--- src/lcd_macros.svh ---
`ifndef LCD_MACROS_SVH
`define LCD_MACROS_SVH

// Visible area of the panel
`define LCD_H_PIXELS 480
`define LCD_V_PIXELS 272

// Horizontal timing in clock cycles
`define LCD_H_FRONT_PORCH 2
`define LCD_H_BACK_PORCH 2
`define LCD_H_LOW_WIDTH 41

// Vertical timing in lines
`define LCD_V_FRONT_PORCH 2
`define LCD_V_BACK_PORCH 2
`define LCD_V_LOW_WIDTH 10

// 8 by 8 pixel tiles
`define LCD_TILE_SHIFT 3
`define LCD_TILE_COLS 60
`define LCD_TILE_ROWS 34
`define LCD_TILE_WORDS 2040

`define LCD_PALETTE_DEPTH 256

// Frame store read plus palette lookup
`define LCD_PIPE_DELAY 2

`endif

--- src/disp_timing_pkg.sv ---
package disp_timing_pkg;

    // Pixel position on either axis
    // Also wide enough for the raw sync counters
    typedef logic [9:0] pos_t;

    // Linear tile address
    // Row times 60 plus column, 0 to 2039
    typedef logic [10:0] tile_addr_t;

endpackage

--- src/video_position_sync.sv ---
`timescale 1ns/100ps
`include "lcd_macros.svh"

module video_position_sync
    import disp_timing_pkg::*;
(
    input  logic disp_clk,
    input  logic rst,
    input  logic en,          // Low holds everything cleared
    output logic valid_draw,  // Inside the 480 by 272 window
    output logic v_blank,
    output pos_t h_pos,
    output pos_t v_pos,
    output logic raw_hsync,   // Before output alignment
    output logic raw_vsync
);

    // Draw window opens 2 counts early in x and 1 line early in y
    localparam pos_t H_MIN_VALID = `LCD_H_LOW_WIDTH + `LCD_H_FRONT_PORCH - 2;
    localparam pos_t H_MAX_VALID = H_MIN_VALID + `LCD_H_PIXELS;
    localparam pos_t H_MAX_COUNT = `LCD_H_LOW_WIDTH + `LCD_H_FRONT_PORCH
                                 + `LCD_H_PIXELS + `LCD_H_BACK_PORCH - 1; // 525 per line

    localparam pos_t V_MIN_VALID = `LCD_V_LOW_WIDTH + `LCD_V_FRONT_PORCH - 1;
    localparam pos_t V_MAX_VALID = V_MIN_VALID + `LCD_V_PIXELS;
    localparam pos_t V_MAX_COUNT = `LCD_V_LOW_WIDTH + `LCD_V_FRONT_PORCH
                                 + `LCD_V_PIXELS + `LCD_V_BACK_PORCH - 1; // 286 per frame

    pos_t h_count;       // Cycle within the line
    pos_t v_count;       // Line within the frame
    pos_t next_h_count;
    pos_t next_v_count;
    logic h_valid;
    logic v_valid;
    logic next_hsync;
    logic next_vsync;

    assign h_valid = (h_count >= H_MIN_VALID) && (h_count < H_MAX_VALID);
    assign v_valid = (v_count >= V_MIN_VALID) && (v_count < V_MAX_VALID);

    // Low pulses open each line and frame
    assign next_hsync = (h_count >= `LCD_H_LOW_WIDTH);
    assign next_vsync = (v_count >= `LCD_V_LOW_WIDTH);

    always_comb begin
        next_h_count = h_count + 10'd1;
        next_v_count = v_count;
        if (h_count == H_MAX_COUNT) begin  // End of line
            next_h_count = '0;
            if (v_count == V_MAX_COUNT) begin
                next_v_count = '0;         // End of frame
            end else begin
                next_v_count = v_count + 10'd1;
            end
        end
    end

    always_ff @(posedge disp_clk) begin
        if (rst || !en) begin  // Disabled looks the same as reset
            valid_draw <= 1'b0;
            v_blank    <= 1'b0;
            h_count    <= '0;
            v_count    <= '0;
            h_pos      <= '0;
            v_pos      <= '0;
            raw_hsync  <= 1'b0;
            raw_vsync  <= 1'b0;
        end else begin
            valid_draw <= h_valid && v_valid;
            v_blank    <= !v_valid;
            h_count    <= next_h_count;
            v_count    <= next_v_count;
            h_pos      <= h_count - H_MIN_VALID;  // Wraps outside the window
            v_pos      <= v_count - V_MIN_VALID;
            raw_hsync  <= next_hsync;
            raw_vsync  <= next_vsync;
        end
    end

    // Registered sync low only for counts inside the pulse
    assert property (@(posedge disp_clk) disable iff (rst)
        $past(en && !rst) && !raw_hsync |-> $past(h_count) < `LCD_H_LOW_WIDTH)
        else $error("raw_hsync low outside its pulse window");

    assert property (@(posedge disp_clk) disable iff (rst)
        valid_draw |-> !v_blank)
        else $error("valid_draw high during vertical blank");

endmodule
--- config.mk ---
export PLATFORM = sky130hd
export DESIGN_NAME = video_position_sync
export DESIGN_NICKNAME = d
export VERILOG_FILES = /design/src/disp_timing_pkg.sv /design/src/video_position_sync.sv
export VERILOG_INCLUDE_DIRS = /design/src
export SDC_FILE = /design/constraint.sdc
export NUM_CORES = 1
export LEC_CHECK = 0
export BUFFER_PORTS_ARGS = -buffer_cell sky130_fd_sc_hd__buf_2
export CAP_MARGIN = 5
export CELL_PAD_IN_SITES_DETAIL_PLACEMENT = 1
export CELL_PAD_IN_SITES_GLOBAL_PLACEMENT = 1
export CORE_MARGIN = 2
export CORE_UTILIZATION = 35
export DETAILED_ROUTE_END_ITERATION = 8
export PLACE_DENSITY = 0.65
export SLEW_MARGIN = 40
export SYNTH_ARGS = -nofsm -noshare
export SYNTH_HDL_FRONTEND = slang
export SYNTH_SLANG_ARGS = --single-unit
--- constraint.sdc ---
create_clock -name disp_clk -period 6.3 [get_ports disp_clk]
set_clock_uncertainty 0.15 [all_clocks]
set_input_delay 0.315 -clock disp_clk [delete_from_list [all_inputs] [get_ports disp_clk]]
set_output_delay 0.315 -clock disp_clk [all_outputs]
set_load 0.02 [all_outputs]
## After elaboration in Yosys (flattened, before gate mapping)

Cells that the tools add are included.

| word-level totals | value |
|---|---|
| output and inout port bits | 24 |
| register bits after elaboration | 44 |
| word-level logic and storage cells | 28 |
| bits of input ports | 3 |

| cells by class | value |
|---|---|
| equal/unequal tests | 2 |
| muxes and demuxes | 1 |
| magnitude comparators | 6 |
| add/sub/neg operators | 4 |
| reductions and logical operators | 7 |

Operators by type and width:

| kind | count |
|---|---|
| $add A10 B1 Y10 const B | 2 |
| $ge A10 B4 Y1 const B | 2 |
| $ge A10 B6 Y1 const B | 2 |
| $eq A10 B10 Y1 const B | 1 |
| $eq A10 B9 Y1 const B | 1 |
| $lt A10 B10 Y1 const B | 1 |
| $lt A10 B9 Y1 const B | 1 |
| $mux W10 | 1 |
| $sub A10 B4 Y10 const B | 1 |
| $sub A10 B6 Y10 const B | 1 |
| $logic_and A1 B1 Y1 | 3 |
| $logic_not A1 Y1 | 2 |
| $reduce_or A2 Y1 | 1 |
| $logic_or A1 B1 Y1 | 1 |

## Depth between registers and ports, before layout

| logic depth | value |
|---|---|
| word-level depth | 3 |
| depth in mapped cells | 8 |
| depth with buffers taken out | 6 |

## Least setup slack after synthesis

Ideal clock, no wire load.

| timing | value |
|---|---|
| path kind | flip-flop to flip-flop |
| start point | register h_count[6] |
| end point | register v_count[8] |
| period minus slack after synthesis | 2.225 ns |
| setup slack | 4.075 ns |
| data required time | 6.083 ns |
| arrival time | 2.009 ns |
| path buffers | 2 |
| stages on the path, launching flop included | 7 |
| library setup time | 0.067 ns |
| cell sequence | dfxtp_1 buf_6 or3_1 buf_6 or4_4 or4_4 a21oi_2 |

| between the ends | value |
|---|---|
| word-level cells in the longest chain between the ends | 1 |

RTL lines:

| element | RTL line | text |
|---|---|---|
| from (decl) | video_position_sync.sv:29 | `pos_t h_count;` |
| from (signal assigned) | video_position_sync.sv:71 | `h_count <= next_h_count;` |
| $eq A10 B10 Y1 | video_position_sync.sv:48 | `if (h_count == H_MAX_COUNT) begin` |
| to (signal assigned) | video_position_sync.sv:72 | `v_count <= next_v_count;` |
| to (decl) | video_position_sync.sv:30 | `pos_t v_count;` |

Every way passes these cells.
A chain may end at the register's enable or synchronous reset.

## Worst setup path after layout

Ends and elaborated chain as after synthesis.

==> impl_metrics.csv <==
group,metric,value,unit
yosys,syn_avg_cell_area,8.748,um^2
yosys,synthArstFlopShare,0,%
yosys,synthFlopType,"dfxtp_1",
layout,drive_above_1_share,17.00,%
sta,fmax,435.1,MHz
clock_network,cts-resized-gates,0,
detailed_routing,routed_wl,4465,um
yosys,synth-edff-count,0,
layout,syn2layout_area_growth,12.20,%
yosys,synth_top_area_share,43.59,%
layout,fin_nets,256,
setup_path,path_class,"register to register",
yosys,ys_seq_area_share,43.59,%
floorplan,row_count,27,
clock_network,path_clk_slew,0.09,ns
yosys,synthesis.nets,241,
clock_network,clockRootBuffer,"clkbuf_8",
setup_path,arrival,2.39,ns
placed_design,place.gp.congestion,0.7553,
detailed_routing,ant_nets,0,
clock_network,clk-insertion-delay-late,0.30,ns
global_route,grt_max_degree,25,
sta,period_share,36.48,%
yosys,synth_area,2021,um^2
global_route,overflow,0,
clock_network,cts_buffers,5,
detailed_routing,drtPass1Iterations,4,
floorplan,dieHeight,79.98,um
detailed_routing,viasPerCell,4.959,
sta,finalHoldViolCount,0,
sta,rsz0062_at_grt,"no",
yosys,synth.top_cells.by_count,"dfxtp_1, nor2_1, xnor2_1",
sta,slew_headroom,63.34,%
yosys,synth_area_leaders,"dfxtp_1, xnor2_1, nor2_1",
placed_design,io_buffers,26,
power_and_ir_drop,vdd_drop_max,0.00008939,V
detailed_routing,num_vias,1582,
floorplan,num_io_pins,27,
clock_network,cts_buffer_depth,2,
sta,finalCriticalPeriod,2.298,ns
power_and_ir_drop,power.density,236.8,nW/um^2
clock_network,holdBufCountCts,0,
detailed_routing,drc,0,
sta,setup_viol,0,
yosys,ys_types,44,
layout,final_area,2267,um^2
sta,tns,0,ns
yosys,synth_largest_area_cell,"dfxtp_1",
floorplan,die_w,79.98,um
clock_network,h-tree-depth,2,
floorplan,start_util,36.47,%
sta,tightest_slew,0.5422,ns
power_and_ir_drop,leakagePower,0.0008939,uW
status,status,"complete, no violations",
global_route,grt_pass1_vias,1518,
detailed_routing,wl_per_cell,14.00,um
clock_network,cts_setup_buffers,0,
detailed_routing,first_iter_violations,66,
layout,antenna_cells,0,
placed_design,postPlaceCellArea,2152,um^2
job,drv_cap,0,
yosys,synthCells,231,
floorplan,core,5540,um^2
placed_design,hpwl,3339,um
setup_path,cp-start-kind,"register",
setup_path,worstSetupEndpointType,"register",
setup_path,critPathMaxFanout,8,
setup_path,required,6.39,ns
global_route,antenna_found_initial,0,
sta,slew_viol_final,0,
yosys,yosysMostFrequentCell,"dfxtp_1",
clock_network,tritoncts,"done",
global_route,grt_pass1_wl,7479,um
yosys,synth_seq_cells,44,
yosys,yosysWarnings,0,
global_route,grt_usage,15.36,%
worst_hold_path,min_path_type,"input port to register",
floorplan,die_area,6397,um^2
clock_network,cts.sinks,44,
[worst max-delay path, cell delays in order, from the launching register on]
cell and delay [ns]:
dfxtp_1 0.40, or3_1 0.51, or4_4 0.56, or4_4 0.49
a21oi_2 0.13
[final timing paths]
| path | cells after the start | startpoint | slack, ns | to |
|---|---|---|---|---|
| hold / removal | 4 | rst | 0.26 | v_count[9] |
| hold reg to reg | 1 | v_count[0] | 0.36 | v_pos[0] |
| setup / recovery | 4 | h_count[6] | 4.00 | v_count[8] |
| setup reg to reg | 4 | h_count[6] | 4.00 | v_count[8] |
[layout by cell type (no fill, tap or decap), types with 3 or more instances in the layout]
cell type / n
ha_1: 7
nor2b_1: 3
a21oi_1: 4
and3_1: 3
inv_1: 11
or3_1: 3
clkbuf_8: 5
dfxtp_1: 44
nand2_1: 8
xnor2_1: 19
nor2_1: 42
nor4_1: 9
nor3_1: 4
o21ai_0: 7
nand3_1: 9
xor2_1: 7
buf_2: 26
[layout make-up]
type,instances,area [um^2]
sequential,44,880.8
fill,666,3273
multi-input combinational,158,1010
inverter,11,41.29
clock inverter,3,46.29
clock buffer,5,68.82
tap,72,90.09
timing repair buffer,26,130.1
[flip-flops by register name, indices dropped and copies added, names as in the netlist]
name,count
v_pos,10
h_count,10
h_pos,10
raw_vsync,1
v_count,10
v_blank,1
valid_draw,1
raw_hsync,1
[through the flow]
step	power [uW]	cells	setup WS, ns	util (%)	hold slack, ns
after floorplan	312.2	231	4.075	-	0.3063
after global placement	322.0	311	4.046	38.80	0.3350
after detailed placement	322.8	311	4.018	38.84	0.3414
after CTS	546.2	319	3.995	40.92	0.2791
after global routing	559.6	319	3.928	40.92	0.2943
final	536.8	319	4.002	40.92	0.2615
[routing by layer]
metal | GRT usage (%) | wire [um] | part of all wire [%]
met5 | 0 | 0 | 0
met4 | 6.441 | 85 | 1.9
met3 | 3.733 | 155 | 3.5
met2 | 23.75 | 2024 | 45
met1 | 20.35 | 2200 | 49
[cell families (layout without fill, tap and decap cells)]
family,after synthesis,in the layout,synth area share (%)
AO/OA/AOI/OAI,26,26,8.546
XOR/XNOR,26,26,11.27
AND/OR/NAND/NOR,98,98,25.20
flip-flops,44,44,43.59
multiplexers,1,1,0.4954
adder cells (fa/ha/maj),7,7,4.334
buffers and inverters,29,45,6.563
[power breakdown]
part / total (uW) / switching, uW / internal, uW / leakage [uW]
logic: 28.1 / 19.1 / 8.94 / 0.000480
clock network: 221 / 102 / 119 / 0.0000548
registers: 287 / 2.72 / 285 / 0.000359
Note: power is estimated with default switching activity, not from simulation.
