==> src/lcd_macros.svh <==
`ifndef LCD_MACROS_SVH
`define LCD_MACROS_SVH

// Visible area of the panel
`define LCD_H_PIXELS 480
`define LCD_V_PIXELS 272

// Horizontal timing in clock cycles
`define LCD_H_FRONT_PORCH 2
`define LCD_H_BACK_PORCH 2
`define LCD_H_LOW_WIDTH 41

// Vertical timing in lines
`define LCD_V_FRONT_PORCH 2
`define LCD_V_BACK_PORCH 2
`define LCD_V_LOW_WIDTH 10

// 8 by 8 pixel tiles
`define LCD_TILE_SHIFT 3
`define LCD_TILE_COLS 60
`define LCD_TILE_ROWS 34
`define LCD_TILE_WORDS 2040

`define LCD_PALETTE_DEPTH 256

// Frame store read plus palette lookup
`define LCD_PIPE_DELAY 2

`endif

==> src/pixel_pkg.sv <==
package pixel_pkg;

    // Panel color word
    typedef struct packed {
        logic [4:0] red;
        logic [5:0] green;
        logic [4:0] blue;
    } rgb565_t;

    // Tile word seen as a palette reference
    typedef struct packed {
        logic [7:0] reserved;  // Ignored in palette mode
        logic [7:0] pal_index; // Entry in the 256 color palette
    } pal_ref_t;

    // One stored tile word, read either way
    typedef union packed {
        rgb565_t  rgb;  // Direct mode view
        pal_ref_t pal;  // Palette mode view
    } pixel_word_u;

    // Selects how tile words are decoded
    typedef enum logic {
        COLOR_DIRECT  = 1'b0,
        COLOR_PALETTE = 1'b1
    } color_mode_e;

endpackage

==> src/lcd_output_stage.sv <==
`timescale 1ns/100ps
`include "lcd_macros.svh"

module lcd_output_stage
    import pixel_pkg::*;
(
    input  logic       disp_clk,
    input  logic       rst,
    input  logic       valid_draw,   // Raw enable from position sync
    input  logic       raw_hsync,
    input  logic       raw_vsync,
    input  rgb565_t    pixel_color,  // Already LCD_PIPE_DELAY cycles late
    output logic       disp_de,
    output logic       disp_hsync,
    output logic       disp_vsync,
    output logic [4:0] disp_r,
    output logic [5:0] disp_g,
    output logic [4:0] disp_b
);

    localparam int LAST = `LCD_PIPE_DELAY - 1;

    // Bit 2 enable, bit 1 hsync, bit 0 vsync
    logic [2:0] ctrl_pipe [0:LAST];
    logic       de_dly;

    always_ff @(posedge disp_clk) begin
        if (rst) begin
            for (int i = 0; i <= LAST; i++) begin
                ctrl_pipe[i] <= 3'b000;
            end
        end else begin
            ctrl_pipe[0] <= {valid_draw, raw_hsync, raw_vsync};
            for (int i = 1; i <= LAST; i++) begin
                ctrl_pipe[i] <= ctrl_pipe[i-1];  // Match the store and palette
            end
        end
    end

    assign de_dly = ctrl_pipe[LAST][2];

    // Pin register with color blanked outside the window
    always_ff @(posedge disp_clk) begin
        if (rst) begin
            disp_de    <= 1'b0;
            disp_hsync <= 1'b0;
            disp_vsync <= 1'b0;
            disp_r     <= '0;
            disp_g     <= '0;
            disp_b     <= '0;
        end else begin
            disp_de    <= de_dly;
            disp_hsync <= ctrl_pipe[LAST][1];
            disp_vsync <= ctrl_pipe[LAST][0];
            disp_r     <= de_dly ? pixel_color.red   : 5'd0;
            disp_g     <= de_dly ? pixel_color.green : 6'd0;
            disp_b     <= de_dly ? pixel_color.blue  : 5'd0;
        end
    end

    // Porches and vertical blank stay black on the pins
    assert property (@(posedge disp_clk) disable iff (rst)
        !disp_de |-> (disp_r == 5'd0) && (disp_g == 6'd0) && (disp_b == 5'd0))
        else $error("color on the panel pins while disp_de is low");

endmodule

==> config.mk <==
export PLATFORM = sky130hd
export DESIGN_NAME = lcd_output_stage
export DESIGN_NICKNAME = d
export VERILOG_FILES = /design/src/pixel_pkg.sv /design/src/lcd_output_stage.sv
export VERILOG_INCLUDE_DIRS = /design/src
export SDC_FILE = /design/constraint.sdc
export NUM_CORES = 1
export LEC_CHECK = 0
export BUFFER_PORTS_ARGS = -buffer_cell sky130_fd_sc_hd__buf_2
export CAP_MARGIN = 20
export CORE_MARGIN = 4
export CORE_UTILIZATION = 43
export CTS_BUF_LIST = sky130_fd_sc_hd__clkbuf_8
export DETAILED_ROUTE_END_ITERATION = 10
export MAX_ROUTING_LAYER = met4
export PLACE_DENSITY_LB_ADDON = 0.1
export SYNTH_ARGS = -nofsm -noshare
export SYNTH_HDL_FRONTEND = slang
export SYNTH_SLANG_ARGS = --single-unit
export TNS_END_PERCENT = 1
==> constraint.sdc <==
create_clock -name disp_clk -period 1.6 [get_ports disp_clk]
set_clock_uncertainty 0.05 [all_clocks]
set_input_delay 0.08 -clock disp_clk [delete_from_list [all_inputs] [get_ports disp_clk]]
set_output_delay 0.08 -clock disp_clk [all_outputs]
set_load 0.03 [all_outputs]
== Yosys cells after proc, flatten, opt, wreduce, memory -nomap -nowiden ==
Memory sizes are Yosys's and may differ from the RTL's.
Index checks and enable logic that the tools add are counted.
Storage, ports and cells
  bits of input ports: 21
  memories: 1
  RAM bits: 6
  word-level logic and storage cells: 16
  register bits after elaboration: 19
  output and inout port bits: 19
Operators by class
  reduce and logical (&&, ||, !) cells: 1
  bitwise gates (word level): 3
  muxes and demuxes: 5
Memories
  ctrl_pipe: words 2, width 3, read ports 2, clocked after Yosys merged registers in 0, wr ports 2, RTL line lcd_output_stage.sv:24  | logic [2:0] ctrl_pipe [0:LAST];
Operator list (number)
  two-way mux 3 bit: 2
  two-way mux 1 bit: 3
  bitwise OR 1 bit: 2
  OR reduction 2 bit: 1
  inverter 1 bit: 1

== Longest topological paths before layout ==
Gate-level depths: netlist of run 1.
  word-level depth: 3
  depth in mapped cells: 2
  gate-level depth less buffers: 1

== Worst setup path before layout of run 1 ==
OpenSTA, ideal clock, no wires.
  kind: register to register
  from: memory ctrl_pipe[1][2] (netlist: ctrl_pipe[0][5])
  to: register disp_b[1]
  slack: 0.818 ns
  period minus slack after synthesis: 0.782 ns
  arrival: 0.616 ns
  cell stages (with the launch flop): 3
  path buffers: 1
  setup time: 0.115 ns
  data required time: 1.435 ns
  cells stage by stage: dfxtp_1 > buf_2 > and3b_1
RTL lines
  start: declaration: RTL line lcd_output_stage.sv:24
  end signal: assignment: RTL line lcd_output_stage.sv:57  | disp_b <= de_dly ? pixel_color.blue : 5'd0;
  end: declaration: RTL line lcd_output_stage.sv:18  | output logic [4:0] disp_b

== Final worst setup path of run 1 ==
  from: register disp_g[1]
  to: output disp_g[1]
RTL lines
  start: declaration: RTL line lcd_output_stage.sv:17  | output logic [5:0] disp_g,
  start signal: assignment: RTL line lcd_output_stage.sv:56  | disp_g <= de_dly ? pixel_color.green : 6'd0;
No word-level cell between the ends.

==> results.md, run 1 <==
- Full die area: 2378 um^2
- First-pass GRT wire length: 1745 um
- Fmax: 1.115 GHz
- Ant. Diodes: 0
- Post-CTS Resized: 0
- DR pass1 iterations: 3
- Initial cell density of the core: 46.35%
- Area Growth Syn to Fin: 38.18%
- Met3 routed wirelength: 161 um
- Setup crit end kind: output port
- Antenna viol nets, final: 0
- Layout cells sized above 1: 43.75%
- Rel. slew slack: 74.39%
- Core Rows: 14
- Clock Tree Root: clkbuf_8
- Unrepaired setup endpoints after global routing: no
- CP max-delay cell: dfxtp_1
- Cell taking the most area after synthesis: dfxtp_1
- Worst Hold Class: primary input to flop
- Count of final setup violators: 0
- Synth area leaders: dfxtp_1 70%, and3b_1 20%, nor2b_1 7.9%, buf_2 1.4%, buf_4 1.1%
- Crit path cell chain: buf_2
- Worst Path Arrival: 770 ps
- CP Max Fanout: 1
- Top delay family on crit path: flip-flops
- Met1 Routed Length: 533 um
- CP bufs+invs: 1
- Drt wl/cell: 10.54 um
- Mean Syn Cell Area: 13.48 um^2
- GPL Wtd Cong: 0.7041
- Antenna violations before repair: 0
- Nets: 118
- Worst slew pin tran: 383.7 ps
- Vias in the first global route: 403
- Final period util: 56.07%
- Worst-skew pair later-pin latency: 250 ps
- Core ar.: 1541 um^2
- DR WL met2: 470 um
- # DRC: 0
- Peak VDD IR: 0.5860 mV
- Synth top area share: 70.05%
- Synth Flop Type: dfxtp_1
- Max-Cap Viols: 0
- Synth async-reset ratio: 0%
- Num CTS Buffers: 3
- Pwr/cell area: 1071 nW/um^2
- Syn_nets: 74
- Max-slew violations: 0
- Lkg Pwr: 0.5642 nW
- Post-CTS Hold Fix Bufs: 3
- Fin crit period: 897.2 ps
- Max incr delay on CP: 320 ps
- Cells after Synth: 53
- Sum Neg Setup Slack: 0 ps
- Syn. warnings: 0
- Yosys reg bits: 25
- Largest net degree at the start of global routing: 26
- Die W: 48.76 um
- Reg clk slew, reported paths: 70 ps
- Post-synthesis sequential area ratio: 70.05%
- Netlist cell types: 5
- Util after Layout: 64.04%
- Top layer in use: met4
- Port Buf Inserts: 39
- Gr ovfl total: 0
- Count leader, synth: dfxtp_1
- # Post-CTS Setup Buffers: 0
- Mapped Area: 714.4 um^2
- Startpoint Class: flop
- Die Ht: 48.76 um
- CTS tree: yes
- Clk sinks: 25
- Max Root-Sink Buffers: 2
- Most frequent cells after synthesis: 25 x dfxtp_1, 16 x and3b_1, 9 x nor2b_1, 2 x buf_2, 1 x buf_4
- Io pins: 40
- H-tree depth: 1
- Routed vias: 488
- Total GRT Usage: 9.810%
- Via/cell ratio: 4.357
- Status: completed
- Final Hold Viols: 0
- Critical Path RT: 1470 ps
- WS Path Type: flop to output port
- DRT Wirelength: 1181 um
- Number of synthesized flops with an enable pin: 0
- DR iter-0 viols: 4
path summary, 6_finish.rpt:
| kind | start | endpoint | slack, ps | cells after the start |
|---|---|---|---|---|
| worst max-delay path | disp_g[1]$_SDFF_PP0_ | disp_g[1] | 700 | 1 |
| worst min-delay path | pixel_color[6] | disp_g[1]$_SDFF_PP0_ | 10 | 2 |
| worst max register to register | ctrl_pipe[0][5]$_SDFF_PP0_ | disp_b[1]$_SDFF_PP0_ | 720 | 1 |
| worst min register to register | ctrl_pipe[0][3]$_SDFF_PP0_ | disp_vsync$_SDFF_PP0_ | 390 | 1 |
state kept, by name, summed over array words and instances, names as in the netlist:
register    count
disp_g          6
disp_vsync      1
disp_de         1
ctrl_pipe       6
disp_hsync      1
disp_r          5
disp_b          5
stage by stage:
step	setup slack (ps)	std cells	instance area (um^2)	hold WS, ps	total power [mW]
after floorplan	818.1	53	714.4	158.2	0.6959
after global placement	756.4	105	912.1	241.7	0.7276
after detailed placement	726.8	105	912.1	243.9	0.7286
after CTS	687.1	112	987.2	8.500	1.064
after global routing	637.0	112	987.2	13.62	1.091
final	702.8	112	987.2	12.17	1.057
placed cells by master (no fill, tap or decap), drive strengths merged:
master	count
inv	1
dfxtp	25
and3b	16
dlygate4sd3	3
clkbuf	3
buf	39
nor2b	9
layer usage:
| metal | track usage [%] | vias up |
|---|---|---|
| met5 | - | - |
| met4 | 6.726 | 0 |
| met3 | 4.601 | 2 |
| li1 | - | 259 |
| met2 | 13.70 | 30 |
| met1 | 10.96 | 197 |
area by class of cell:
type	count	area (um^2)
clock buffers	3	41.29
clock inverters	1	3.754
fillers	126	554.3
multi-input cells	25	196.4
flip-flops and latches	25	500.5
well taps	16	20.02
repair buffers	42	225.2
kinds of logic (layout without fill, tap and decap cells):
family	count (synthesis)	after routing	share of synthesized area (%)
AND/OR/NAND/NOR	25	25	27.49
flip-flops	25	25	70.05
buffers and inverters	3	46	2.452
power by group:
group | leakage [nW] | total (mW) | internal (mW) | switching, mW
Sequential | 0.204 | 0.643 | 0.637 | 0.00582
Clock | 0.0269 | 0.339 | 0.171 | 0.168
Combinational | 0.334 | 0.0754 | 0.0391 | 0.0363
Total | 0.564 | 1.06 | 0.847 | 0.210
No activity file was read; power rests on OpenSTA's default activity.
==> run 2, diff against run 1 <==
clock period = 0.9 ns   (was 1.6 ns; I/O delays follow)
==> run 2 against run 1 <==
Flip-flop and latch count is the same; sequential power grew 77%; first-iteration DRC count shrank 50%; total power increased by 85%; final cell count grew 14%; non-clock buffer count grew 16; die area stayed put; wire length rose by 29%.
==> results.md, run 2 (synthesis gave the netlist of run 1 again) <==
- Status: completed (unchanged)
- CP Max Fanout: 1 (unchanged)
- Io pins: 40 (unchanged)
- Core ar.: 1541 um^2 (unchanged)
- Max-Cap Viols: 0 (unchanged)
- WS Path Type: flop to output port (unchanged)
- Die Ht: 48.76 um (unchanged)
- Full die area: 2378 um^2 (unchanged)
- Worst-skew pair later-pin latency: 250 ps (about the same)
- Clk sinks: 25 (unchanged)
- Area Growth Syn to Fin: 62.00% (was 38.18%)
- Reg clk slew, reported paths: 80 ps (was 70 ps)
- Ant. Diodes: 0 (unchanged)
- Peak VDD IR: 1.162 mV (was 0.5860 mV)
- Cell Count, Final, Fillers Out: 128 (was 112)
- Worst Path Arrival: 770 ps (about the same)
- Count of final setup violators: 0 (unchanged)
- H-tree depth: 1 (unchanged)
- Unrepaired setup endpoints after global routing: no (unchanged)
- Clock Tree Root: clkbuf_8 (unchanged)
- Lkg Pwr: 0.6281 nW (was 0.5642 nW)
- Port Buf Inserts: 39 (unchanged)
- Die W: 48.76 um (unchanged)
- Worst Hold Class: primary input to flop (unchanged)
- CP bufs+invs: 1 (unchanged)
- Antenna violations before repair: 0 (unchanged)
- Most frequent cells in the layout: 36 x buf_2, 24 x dfxtp_1, 19 x dlygate4sd3_1 (was 39 x buf_2, 25 x dfxtp_1, 16 x and3b_1)
- Placed cells: 105 (unchanged)
- Filler instances: 105 (was 126)
- Routed vias: 566 (was 488)
- DR iter-0 viols: 2 (was 4)
- Via/cell ratio: 4.422 (was 4.357)
- Max incr delay on CP: 320 ps (about the same)
- First-pass GRT wire length: 2573 um (was 1745 um)
- Rel. slew slack: 77.45% (was 74.39%)
- Drt wl/cell: 11.86 um (was 10.54 um)
- Antenna viol nets, final: 0 (unchanged)
- Num CTS Buffers: 3 (unchanged)
- Total GRT Usage: 14.44% (was 9.810%)
- Vias in the first global route: 560 (was 403)
- Core Rows: 14 (unchanged)
- Largest net degree at the start of global routing: 26 (unchanged)
- Sum Neg Setup Slack: 0 ps (unchanged)
- DR pass1 iterations: 2 (was 3)
- Fin crit period: 861.6 ps
- Worst slew pin tran: 338.3 ps (was 383.7 ps)
- Fmax: 1.161 GHz
- Initial cell density of the core: 46.35% (unchanged)
- Min Hold Slack: 118.1 ps (was 12.17 ps)
- GPL Wtd Cong: 0.6730 (was 0.7041)
- Final Cell Area: 1157 um^2 (was 987.2 um^2)
- Gr ovfl total: 0 (unchanged)
- Crit path cell chain: buf_2 (unchanged)
- Pwr/cell area: 1688 nW/um^2 (was 1071 nW/um^2)
- Layout cells sized above 1: 39.29% (was 43.75%)
- DRT Wirelength: 1518 um (was 1181 um)
- Max-slew violations: 0 (unchanged)
- Most common cell after layout, fill and taps aside: buf_2 (unchanged)
- DP Area: 912.1 um^2 (unchanged)
- # DRC: 0 (unchanged)
- Nets: 134 (was 118)
- Final Hold Viols: 0 (unchanged)
- CTS tree: yes (unchanged)
- # Post-CTS Setup Buffers: 0 (unchanged)
- Setup crit end kind: output port (unchanged)
- CP max-delay cell: dfxtp_1 (unchanged)
- Max Root-Sink Buffers: 2 (unchanged)
- Final period util: 95.74%
- Critical Path RT: 810 ps (was 1470 ps)
- Startpoint Class: flop (unchanged)
- Largest registers: ctrl_pipe: 6 flops, disp_g: 6 flops (unchanged)
- Top delay family on crit path: flip-flops (unchanged)
## run 2: metal layers
layer | GRT usage, % | part of all wire [%]
met5 | - | 0
met4 | 6.726 | 2.3
met3 | 6.442 | 12
met2 | 23.48 | 47
met1 | 14.75 | 39
## run 2: cell type report
class | instances | area [um^2] | area share (%)
Clock buffer | 3 | 41.29 | 3.568
Clock inverter | 1 | 5.005 | 0.4324
Multi-Input combinational cell | 25 | 196.4 | 16.97
Sequential cell | 25 | 501.7 | 43.35
Tap cell | 16 | 20.02 | 1.730
Timing Repair Buffer | 58 | 392.9 | 33.95
## run 2: power breakdown
group          leakage, nW  switching (mW)  internal (mW)
sequential           0.204          0.0113           1.13
clock               0.0255           0.310          0.308
combinational        0.399          0.0752          0.116
## run 2: path summary, 6_finish.rpt
| path | endpoint | start | slack, ps | cells past startpoint |
|---|---|---|---|---|
| min reg2reg | disp_hsync$_SDFF_PP0_ | ctrl_pipe[0][4]$_SDFF_PP0_ | 390 | 1 |
| max | disp_b[3] | disp_b[3]$_SDFF_PP0_ | 40 | 1 |
| max reg2reg | disp_g[4]$_SDFF_PP0_ | ctrl_pipe[0][5]$_SDFF_PP0_ | 130 | 1 |
| min | disp_vsync$_SDFF_PP0_ | rst | 120 | 2 |
## run 2: per-stage QoR
stage | total power, mW | util (%) | worst slack [ps]
after CTS | 1.969 | 74.59 | 21.42
after global routing | 2.045 | 75.08 | 4.847
after global placement | 1.294 | 59.17 | 35.07
after detailed placement | 1.295 | 59.17 | 15.89
final | 1.953 | 75.08 | 38.37
after floorplan | 1.237 | - | 118.1
## run 2: timing repair
item                                    4_1_cts  5_1_grt
endpoints found under the setup margin        1        3
resized for setup                             1        3
gates cloned                                  0        0
hold buffers                                 19        0
endpoints found under the hold margin        19        0
pin swaps                                     0        0
